[config.mk]
export PLATFORM = sky130hd
export DESIGN_NAME = bpf_exec_top
export DESIGN_NICKNAME = d
export VERILOG_FILES = /design/src/source/bpf_isa_pkg.sv /design/src/source/bpf_exec_pkg.sv /design/src/source/bpf_exec_top.sv /design/src/source/bpf_branch_unit.sv /design/src/source/bpf_alu.sv /design/src/source/bpf_reg_file.sv /design/src/source/bpf_decoder.sv
export SDC_FILE = /design/constraint.sdc
export NUM_CORES = 1
export LEC_CHECK = 0
export ABC_CLOCK_PERIOD_IN_PS = 7050
export BUFFER_PORTS_ARGS = -buffer_cell sky130_fd_sc_hd__buf_2
export CAP_MARGIN = 0
export CORE_UTILIZATION = 45
export CTS_CLUSTER_SIZE = 30
export DETAILED_ROUTE_END_ITERATION = 8
export PLACE_DENSITY_LB_ADDON = 0.25
export SLEW_MARGIN = 20
export SYNTH_ARGS = -nofsm -noshare
export SYNTH_HDL_FRONTEND = slang
export SYNTH_SLANG_ARGS = --single-unit
[constraint.sdc]
create_clock -name clk -period 7.05 [get_ports clk]
set_clock_uncertainty 0.15 [all_clocks]
set_input_delay 1.41 -clock clk [delete_from_list [all_inputs] [get_ports clk]]
set_output_delay 1.41 -clock clk [all_outputs]
set_load 0.1 [all_outputs]
[src/source/bpf_isa_pkg.sv]
package bpf_isa_pkg;

    // Raw instruction fields as classic BPF defines them
    typedef logic [15:0] bpf_opcode_t;   // Only the low byte carries meaning
    typedef logic [2:0]  bpf_class_t;
    typedef logic [3:0]  bpf_alu_op_t;   // Same value as the op field of ALU-class opcodes
    typedef logic [3:0]  bpf_jmp_cond_t; // Same value as the op field of JMP-class opcodes

    // Where the fields sit inside the opcode
    localparam int CLASS_LSB = 0;
    localparam int CLASS_MSB = 2;
    localparam int SRC_BIT   = 3;
    localparam int OP_LSB    = 4;
    localparam int OP_MSB    = 7;

    localparam bpf_class_t CLASS_ALU = 3'd4;
    localparam bpf_class_t CLASS_JMP = 3'd5;

    localparam logic SRC_K = 1'b0; // Second operand is the immediate
    localparam logic SRC_X = 1'b1; // Second operand is the index register

    localparam bpf_alu_op_t ALU_ADD = 4'h0;
    localparam bpf_alu_op_t ALU_SUB = 4'h1;
    localparam bpf_alu_op_t ALU_MUL = 4'h2;
    localparam bpf_alu_op_t ALU_DIV = 4'h3;
    localparam bpf_alu_op_t ALU_OR  = 4'h4;
    localparam bpf_alu_op_t ALU_AND = 4'h5;
    localparam bpf_alu_op_t ALU_LSH = 4'h6;
    localparam bpf_alu_op_t ALU_RSH = 4'h7;
    localparam bpf_alu_op_t ALU_NEG = 4'h8;
    localparam bpf_alu_op_t ALU_MOD = 4'h9;
    localparam bpf_alu_op_t ALU_XOR = 4'ha;

    localparam bpf_jmp_cond_t JMP_JA   = 4'h0;
    localparam bpf_jmp_cond_t JMP_JEQ  = 4'h1;
    localparam bpf_jmp_cond_t JMP_JGT  = 4'h2;
    localparam bpf_jmp_cond_t JMP_JGE  = 4'h3;
    localparam bpf_jmp_cond_t JMP_JSET = 4'h4;

    // Words returned in place of the operations that are not built
    localparam logic [31:0] MUL_MARKER = 32'hcafedead;
    localparam logic [31:0] DIV_MARKER = 32'hdeadbeef;
    localparam logic [31:0] MOD_MARKER = 32'hbeefcafe;

endpackage
[src/source/bpf_exec_pkg.sv]
package bpf_exec_pkg;

    typedef logic [31:0] bpf_word_t;   // Accumulator, index and immediate width
    typedef logic [7:0]  bpf_offset_t; // Relative jump distance in instructions

    // Host side register select
    typedef logic bpf_reg_sel_t;

    localparam bpf_reg_sel_t REG_SEL_A = 1'b0;
    localparam bpf_reg_sel_t REG_SEL_X = 1'b1;

    // One classic BPF instruction, in the order of struct sock_filter
    typedef struct packed {
        bpf_isa_pkg::bpf_opcode_t opcode;
        bpf_offset_t              jt;     // Distance when the condition holds
        bpf_offset_t              jf;     // Distance when it does not
        bpf_word_t                k;      // Immediate operand
    } bpf_instr_t;

    // What the decoder tells the rest of the stage
    typedef struct packed {
        logic                       is_alu;
        logic                       is_jmp;
        logic                       illegal;  // Unknown class or op value
        bpf_isa_pkg::bpf_alu_op_t   alu_op;
        logic                       src_x;    // Raw source bit of the opcode
        bpf_isa_pkg::bpf_jmp_cond_t jmp_cond;
    } bpf_decoded_t;

    // Comparison of A with the second operand, all unsigned
    typedef struct packed {
        logic eq;
        logic gt;
        logic ge;
        logic set;  // A and the operand have a common one bit
    } bpf_flags_t;

endpackage

[src/source/bpf_exec_top.sv]
module bpf_exec_top (
    input  logic                        clk,
    input  logic                        rst_n_i,
    input  logic                        reg_wr_i,
    input  bpf_exec_pkg::bpf_reg_sel_t  reg_wr_sel_i,
    input  bpf_exec_pkg::bpf_word_t     reg_wr_data_i,
    input  logic                        instr_valid_i,
    input  bpf_exec_pkg::bpf_instr_t    instr_i,
    input  logic                        ack_i,
    output bpf_exec_pkg::bpf_word_t     result_o,
    output bpf_exec_pkg::bpf_flags_t    flags_o,
    output logic                        result_valid_o,
    output logic                        jump_taken_o,
    output bpf_exec_pkg::bpf_offset_t   pc_offset_o,
    output logic                        illegal_o,
    output bpf_exec_pkg::bpf_word_t     a_o,
    output bpf_exec_pkg::bpf_word_t     x_o
);
    import bpf_exec_pkg::*;

    bpf_decoded_t decoded;
    bpf_word_t    op_a;
    bpf_word_t    op_b;
    bpf_word_t    alu_result;
    bpf_flags_t   alu_flags;
    logic         issue_ok;     // Issue of something this stage can execute
    logic         illegal_q;

    assign issue_ok = instr_valid_i && !decoded.illegal;

    // Sticky report of a rejected instruction, cleared by the same ack as the result
    always_ff @(posedge clk) begin
        if (!rst_n_i) begin
            illegal_q <= 1'b0;
        end else if (instr_valid_i && decoded.illegal) begin
            illegal_q <= 1'b1;
        end else if (ack_i) begin
            illegal_q <= 1'b0;
        end
    end

    bpf_decoder bpf_decoder_inst (
        .instr_i   (instr_i),
        .decoded_o (decoded)
    );

    bpf_reg_file bpf_reg_file_inst (
        .clk           (clk),
        .rst_n_i       (rst_n_i),
        .reg_wr_i      (reg_wr_i),
        .reg_wr_sel_i  (reg_wr_sel_i),
        .reg_wr_data_i (reg_wr_data_i),
        .issue_i       (instr_valid_i),  // Checks the illegal flag on its own
        .decoded_i     (decoded),
        .k_i           (instr_i.k),
        .alu_result_i  (alu_result),
        .op_a_o        (op_a),
        .op_b_o        (op_b),
        .a_o           (a_o),
        .x_o           (x_o)
    );

    bpf_alu bpf_alu_inst (
        .clk      (clk),
        .rst_n_i  (rst_n_i),
        .op_a_i   (op_a),
        .op_b_i   (op_b),
        .alu_op_i (decoded.alu_op),
        .en_i     (issue_ok),
        .ack_i    (ack_i),
        .result_o (alu_result),
        .flags_o  (alu_flags),
        .valid_o  (result_valid_o)
    );

    bpf_branch_unit bpf_branch_unit_inst (
        .clk          (clk),
        .rst_n_i      (rst_n_i),
        .issue_i      (issue_ok),
        .decoded_i    (decoded),
        .jt_i         (instr_i.jt),
        .jf_i         (instr_i.jf),
        .k_i          (instr_i.k),
        .flags_i      (alu_flags),
        .jump_taken_o (jump_taken_o),
        .pc_offset_o  (pc_offset_o)
    );

    assign result_o  = alu_result;
    assign flags_o   = alu_flags;
    assign illegal_o = illegal_q;

endmodule

[src/source/bpf_branch_unit.sv]
module bpf_branch_unit (
    input  logic                        clk,
    input  logic                        rst_n_i,
    input  logic                        issue_i,     // Already gated with not illegal
    input  bpf_exec_pkg::bpf_decoded_t  decoded_i,
    input  bpf_exec_pkg::bpf_offset_t   jt_i,
    input  bpf_exec_pkg::bpf_offset_t   jf_i,
    input  bpf_exec_pkg::bpf_word_t     k_i,
    input  bpf_exec_pkg::bpf_flags_t    flags_i,     // Registered ALU flags
    output logic                        jump_taken_o,
    output bpf_exec_pkg::bpf_offset_t   pc_offset_o
);
    import bpf_isa_pkg::*;
    import bpf_exec_pkg::*;

    logic          is_jmp_q;
    bpf_jmp_cond_t cond_q;
    bpf_offset_t   jt_q;
    bpf_offset_t   jf_q;
    bpf_offset_t   k_q;       // Low byte of K, the ja distance
    logic          pred;

    // Captured at the same edge as the ALU flags, so both line up with valid
    always_ff @(posedge clk) begin
        if (!rst_n_i) begin
            is_jmp_q <= 1'b0;
            cond_q   <= JMP_JA;
            jt_q     <= '0;
            jf_q     <= '0;
            k_q      <= '0;
        end else if (issue_i) begin
            is_jmp_q <= decoded_i.is_jmp;
            cond_q   <= decoded_i.jmp_cond;
            jt_q     <= jt_i;
            jf_q     <= jf_i;
            k_q      <= k_i[7:0];
        end
    end

    always_comb begin
        case (cond_q)
            JMP_JEQ:  pred = flags_i.eq;
            JMP_JGT:  pred = flags_i.gt;
            JMP_JGE:  pred = flags_i.ge;
            JMP_JSET: pred = flags_i.set;
            default:  pred = 1'b0;  // Ja does not look at the flags
        endcase
    end

    always_comb begin
        jump_taken_o = 1'b0;
        pc_offset_o  = '0;     // Non-jumps report no movement
        if (is_jmp_q) begin
            if (cond_q == JMP_JA) begin
                jump_taken_o = 1'b1;
                pc_offset_o  = k_q;
            end else begin
                jump_taken_o = pred;
                pc_offset_o  = pred ? jt_q : jf_q;  // Fall-through distance is jf
            end
        end
    end

endmodule

[src/source/bpf_alu.sv]
module bpf_alu (
    input  logic                       clk,
    input  logic                       rst_n_i,
    input  bpf_exec_pkg::bpf_word_t    op_a_i,
    input  bpf_exec_pkg::bpf_word_t    op_b_i,
    input  bpf_isa_pkg::bpf_alu_op_t   alu_op_i,
    input  logic                       en_i,      // Load the output register
    input  logic                       ack_i,     // Host has consumed the result
    output bpf_exec_pkg::bpf_word_t    result_o,
    output bpf_exec_pkg::bpf_flags_t   flags_o,
    output logic                       valid_o
);
    import bpf_isa_pkg::*;
    import bpf_exec_pkg::*;

    bpf_word_t  result_d;
    bpf_flags_t flags_d;
    bpf_word_t  result_q;
    bpf_flags_t flags_q;
    logic       valid_q;

    always_comb begin
        case (alu_op_i)
            ALU_ADD: result_d = op_a_i + op_b_i;
            ALU_SUB: result_d = op_a_i - op_b_i;
            ALU_MUL: result_d = MUL_MARKER;        // No multiplier in this stage
            ALU_DIV: result_d = DIV_MARKER;        // No divider either
            ALU_OR:  result_d = op_a_i | op_b_i;
            ALU_AND: result_d = op_a_i & op_b_i;
            // The shift count is the whole 32-bit operand, so 32 and up clears the word
            ALU_LSH: result_d = op_a_i << op_b_i;
            ALU_RSH: result_d = op_a_i >> op_b_i;
            ALU_NEG: result_d = ~op_a_i;           // Bitwise inverse, operand B unused
            ALU_MOD: result_d = MOD_MARKER;
            ALU_XOR: result_d = op_a_i ^ op_b_i;
            default: result_d = '0;                // The decoder flags these as illegal
        endcase
    end

    // Jump predicates, all unsigned as classic BPF compares
    always_comb begin
        flags_d.eq  = (op_a_i == op_b_i);
        flags_d.gt  = (op_a_i > op_b_i);
        flags_d.ge  = (op_a_i >= op_b_i);
        flags_d.set = ((op_a_i & op_b_i) != '0);
    end

    // Output register with the valid pulse rule
    always_ff @(posedge clk) begin
        if (!rst_n_i) begin
            result_q <= '0;
            flags_q  <= '0;
            valid_q  <= 1'b0;
        end else if (en_i) begin
            result_q <= result_d;  // A new issue overwrites even an unacknowledged result
            flags_q  <= flags_d;
            valid_q  <= 1'b1;
        end else if (ack_i) begin
            valid_q <= 1'b0;       // Data stays put, only valid drops
        end
    end

    assign result_o = result_q;
    assign flags_o  = flags_q;
    assign valid_o  = valid_q;

endmodule

[src/source/bpf_reg_file.sv]
module bpf_reg_file (
    input  logic                        clk,
    input  logic                        rst_n_i,
    input  logic                        reg_wr_i,       // Host write strobe
    input  bpf_exec_pkg::bpf_reg_sel_t  reg_wr_sel_i,
    input  bpf_exec_pkg::bpf_word_t     reg_wr_data_i,
    input  logic                        issue_i,        // Raw issue strobe, not yet gated
    input  bpf_exec_pkg::bpf_decoded_t  decoded_i,
    input  bpf_exec_pkg::bpf_word_t     k_i,
    input  bpf_exec_pkg::bpf_word_t     alu_result_i,   // Registered ALU output
    output bpf_exec_pkg::bpf_word_t     op_a_o,
    output bpf_exec_pkg::bpf_word_t     op_b_o,
    output bpf_exec_pkg::bpf_word_t     a_o,
    output bpf_exec_pkg::bpf_word_t     x_o
);
    import bpf_isa_pkg::*;
    import bpf_exec_pkg::*;

    bpf_word_t a_q;           // Accumulator
    bpf_word_t x_q;           // Index register
    logic      wb_pending_q;  // The ALU result of the last issue belongs in A
    logic      alu_issue;

    // Only legal ALU-class work writes back, jumps leave A alone
    assign alu_issue = issue_i && decoded_i.is_alu && !decoded_i.illegal;

    always_ff @(posedge clk) begin
        if (!rst_n_i) begin
            a_q          <= '0;
            x_q          <= '0;
            wb_pending_q <= 1'b0;
        end else begin
            wb_pending_q <= alu_issue; // Result is registered at the issue edge, so copy one later

            // Writeback wins over the host, which is not supposed to collide with it anyway
            if (wb_pending_q) begin
                a_q <= alu_result_i;
            end else if (reg_wr_i && (reg_wr_sel_i == REG_SEL_A)) begin
                a_q <= reg_wr_data_i;
            end

            if (reg_wr_i && (reg_wr_sel_i == REG_SEL_X)) begin
                x_q <= reg_wr_data_i;
            end
        end
    end

    // A is always the first operand
    assign op_a_o = a_q;

    // The source bit picks the immediate or X
    assign op_b_o = (decoded_i.src_x == SRC_K) ? k_i : x_q;

    assign a_o = a_q;
    assign x_o = x_q;

endmodule

[src/source/bpf_decoder.sv]
module bpf_decoder (
    input  bpf_exec_pkg::bpf_instr_t   instr_i,
    output bpf_exec_pkg::bpf_decoded_t decoded_o
);
    import bpf_isa_pkg::*;

    bpf_class_t                  cls;         // Instruction class from the low opcode bits
    logic [OP_MSB-OP_LSB:0]      op_field;    // Operation or condition nibble
    logic                        src_bit;
    logic                        alu_op_ok;
    logic                        jmp_cond_ok;
    logic                        class_alu;
    logic                        class_jmp;

    assign cls      = instr_i.opcode[CLASS_MSB:CLASS_LSB];
    assign op_field = instr_i.opcode[OP_MSB:OP_LSB];
    assign src_bit  = instr_i.opcode[SRC_BIT];

    assign class_alu = (cls == CLASS_ALU);
    assign class_jmp = (cls == CLASS_JMP);

    // Op values above xor have no meaning in the ALU class
    assign alu_op_ok = (op_field <= ALU_XOR);

    // Jump conditions stop at jset
    assign jmp_cond_ok = (op_field <= JMP_JSET);

    always_comb begin
        decoded_o.is_alu = class_alu;
        decoded_o.is_jmp = class_jmp;
        decoded_o.src_x  = src_bit; // Neg and ja ignore it later on

        // Jumps only need the flags, so the ALU runs a subtract for them
        // and the result port shows A minus the operand
        if (class_jmp) begin
            decoded_o.alu_op = ALU_SUB;
        end else begin
            decoded_o.alu_op = bpf_alu_op_t'(op_field);
        end

        // The condition field is only looked at by the branch unit for jumps
        decoded_o.jmp_cond = bpf_jmp_cond_t'(op_field);

        // Loads, stores, ret and misc are not executed here
        case (cls)
            CLASS_ALU: begin
                decoded_o.illegal = !alu_op_ok;
            end
            CLASS_JMP: begin
                decoded_o.illegal = !jmp_cond_ok;
            end
            default: begin
                decoded_o.illegal = 1'b1;
            end
        endcase
    end

endmodule

==> Implementation_results.wiki <==
{| class="wikitable"
! Metric !! Value
|-
| Run status || complete, no violations
|-
| Maximum frequency from static timing analysis || between 150 and 200 MHz
|-
| Setup violations, final || 0
|-
| Avg WL per Cell || approximately 29 um
|-
| Required arrival time at the worst endpoint || 7230 ps
|-
| Multi-input logic area || around 0.011 mm^2
|-
| Final Slew Violations || 0
|-
| Via count of the first global-routing pass || between 15000 and 20000
|-
| Core Footprint || roughly 0.033 mm^2
|-
| Post-layout net count || ~2400
|-
| Hold Startpoint || bpf_branch_unit_inst.jt_q[4]
|-
| RSZ-0062 raised after global routing || no
|-
| FF+latch area || ~0.0026 mm^2
|-
| Starting density of the core || a little under half
|-
| Peak supply drop || 0.178 mV
|-
| Clock edge transition at the registers on the reported setup and hold paths || around 70 ps
|-
| Detailed Route WL || 74900 um
|-
| Clk buf depth || 2
|-
| Arrival time reported for the critical path endpoint || 5850 ps
|-
| Count of instances resized after the clock tree is built || 0
|-
| Die area || around 0.034 mm^2
|-
| Fraction of synthesis flops using an asynchronous set or reset pin || 0%
|-
| CP delay by family, top || compound AO/OA/AOI/OAI gates
|-
| Die outline width || roughly 180 um
|-
| Power per unit of standard cell area || about 180 mW/mm^2
|-
| #FFs+latches synth || around 130
|-
| Total number of H-tree levels || 4
|-
| Fin. Hold Viols || 0
|-
| DR vias/cell || approximately 6.8
|-
| DR vias || ~18000
|-
| Highest-count cells in the layout ignoring fill and taps || nand2_1, buf_2, mux2i_1
|-
| Final RePlAce weighted congestion || approximately 1.0
|-
| Clock root buffer master || clkbuf_16
|-
| Mean post-synth cell area || 7.25 um^2
|-
| Number of distinct library cells after synthesis || 86
|-
| Buffer count from post-CTS setup fixing || 0
|-
| Slew at the pin closest to its max-slew limit || between 1000 and 1500 ps
|-
| Slowest stage delay, CP || between 500 and 600 ps
|-
| Cell count after synthesis || just over 2000
|-
| Type of the worst setup path || in2reg
|-
| HPWL Detailed || around 57000 um
|-
| Rel. slew slack || between 20 and 25%
|-
| Chip height || roughly 180 um
|-
| Post-synth net total || 2255
|-
| Number of search-and-repair iterations in the first detailed-routing pass || 6
|-
| Final-layout fill cell count || 3337
|-
| Post-route fraction of the period consumed by the critical path || between 80% and 90%
|-
| Most frequent standard cell in the layout excluding fill and tap cells || nand2_1
|-
| Critical path startpoint category || primary input
|-
| Syn. warnings || 0
|-
| CTS buffer count || 17
|-
| Std cell rows || 66
|-
| Cell with the largest stage delay on the worst path || buf_2
|-
| # hold bufs at CTS || 0
|-
| # Max-Cap Violations || 0
|-
| Dominant register cell in the synthesized netlist || dfxtp_1
|-
| Launch instance of the worst register-to-register path || bpf_reg_file_inst.a_o[8]
|-
| Portion of the post-synthesis area used by sequential elements || 17.7%
|-
| Total DRC errors in the routed layout || 0
|-
| Maximum number of pins on one net before global-route repair || 83
|-
| Endpoint kind of the worst setup timing path || flip-flop
|-
| Cells along the critical path || buf_2, mux2i_1, ha_1, or4_1, o21bai_1, a21oi_1, o31ai_1, a31oi_1, o22ai_1, mux2_2, a221oi_1, nor2_1
|-
| Combined area of all synthesized cells || around 0.015 mm^2
|-
| Area grow syn2layout || 12.3%
|-
| GRT Resource Usage Total || 43.4%
|-
| Share of layout cells above drive strength 1 || 15.9%
|-
| First-pass GRT wire length || around 110000 um
|-
| Overall power of the completed layout || a little under 3 mW
|-
| Worst setup path start || instr_i[51]
|-
| Initial antenna violation count || 3
|-
| Latest clock arrival within the worst-skew pair || 450 ps
|-
| Bufs and invs on worst path || 1
|-
| Largest fanout on the critical path || 19
|-
| Final total negative setup slack || 0 ps
|-
| Worst min path class || reg2reg
|-
| Static power due to leakage || between 7 and 8 nW
|-
| Iter 0 DRT Violations || between 2000 and 2500
|-
| Min Tclk post-route || about 5700 ps
|-
| Number of clock sinks seen by CTS || about 130
|-
| Clock tree from TritonCTS || done
|-
| Number of top-level pins || 213
|-
| # port buffers || 204
|-
| Number of antenna-violating nets in the routed design || 0
|-
| Total grt overflow || 0
|-
| Count of flip-flops with a built-in enable after synthesis || 0
|}
[final timing paths]
| check | to | slack, ps | depth (start not counted) |
|---|---|---|---|
| max | bpf_alu_inst.result_o[25] | 1380 | 12 |
| min | bpf_branch_unit_inst.jt_q[4] | 320 | 2 |
| max reg2reg | bpf_alu_inst.result_o[25] | 2450 | 11 |
| min reg2reg | bpf_branch_unit_inst.jt_q[4] | 320 | 2 |
[cell families after synthesis]
family	count (synthesis)	synth area share (%)
multiplexers	192	14.3
AO/OA/AOI/OAI	654	31.0
AND/OR/NAND/NOR	694	20.5
flip-flops	132	17.7
buffers and inverters	273	7.50
XOR/XNOR	12	0.705
adder cells (fa/ha/maj)	98	8.33
[metrics by stage]
stage               worst slack [ps]  utilization (%)  std cells  instance area, um^2  hold WS [ps]
floorplan                       1190                -       2055                14900           293
global placement                1140             49.7       2575                16200           303
detailed placement              1110             49.7       2575                16200           310
CTS                             1540             51.4       2607                16700           319
global route                    1190             51.4       2607                16700           339
finish                          1380             51.4       2609                16700           316
[worst min-delay path: cells and delay by family, from the launching register on]
kind | cells | cell delay (ps)
simple gates | 1 | 40
flops | 1 | 310
compound gates | 1 | 60
[where the power goes]
| group | internal (mW) | leakage [nW] | switching [mW] |
|---|---|---|---|
| Clock | 0.462 | 0.261 | 0.400 |
| Combinational | 0.355 | 6.10 | 0.889 |
| Sequential | 0.778 | 1.08 | 0.0693 |
[per-layer routing]
| metal | GRT usage (%) | wire [um] | vias up | part of all wire, % |
|---|---|---|---|---|
| met3 | 9.89 | 7930 | 261 | 11 |
| met4 | 26.5 | 4840 | 2 | 6.5 |
| met5 | 0 | 12 | - | 0.016 |
| met2 | 66.1 | 32700 | 1209 | 44 |
| li1 | - | - | 7743 | - |
| met1 | 55.4 | 29400 | 8485 | 39 |
[final cells by class]
class / instances / share of cell area (%)
clock buffers: 19 / 2.65
well taps: 442 / 3.30
diodes: 2 / 0.0299
inverters: 97 / 2.18
repair buffers: 254 / 8.36
clock inverters: 13 / 0.591
multi-input cells: 1650 / 67.1
flip-flops and latches: 132 / 15.8
[synth_stat cells, types with 18 or more instances]
cell type    n  area [um^2]
buf_2       30          150
inv_1       93          349
dfxtp_1    132         2640
ha_1        96         1200
clkbuf_1   116          435
a21boi_0    66          495
nand3_1     39          195
o22ai_1     36          225
nor4_1      28          175
nand2_1    316         1190
a31oi_1     21          131
buf_1       19         71.3
a21oi_1    114          571
nor3_1      50          250
a211oi_1    29          218
o211ai_1    26          195
mux2i_1    168         1680
o211a_1     44          440
o21ai_0    110          551
o31ai_1     18          135
nor2_1     170          638
[sequential cells by signal, summed over array words and instances (netlist names)]
name                            cells
bpf_branch_unit_inst.is_jmp_q       1
bpf_alu_inst.valid_o                1
bpf_alu_inst.result_o              32
bpf_branch_unit_inst.jt_q           8
bpf_branch_unit_inst.k_q            8
bpf_reg_file_inst.x_o              32
bpf_branch_unit_inst.jf_q           8
bpf_alu_inst.flags_o                4
bpf_branch_unit_inst.cond_q         4
bpf_reg_file_inst.wb_pending_q      1
illegal_o                           1
bpf_reg_file_inst.a_o              32
Power figures use the tool's default switching activity.
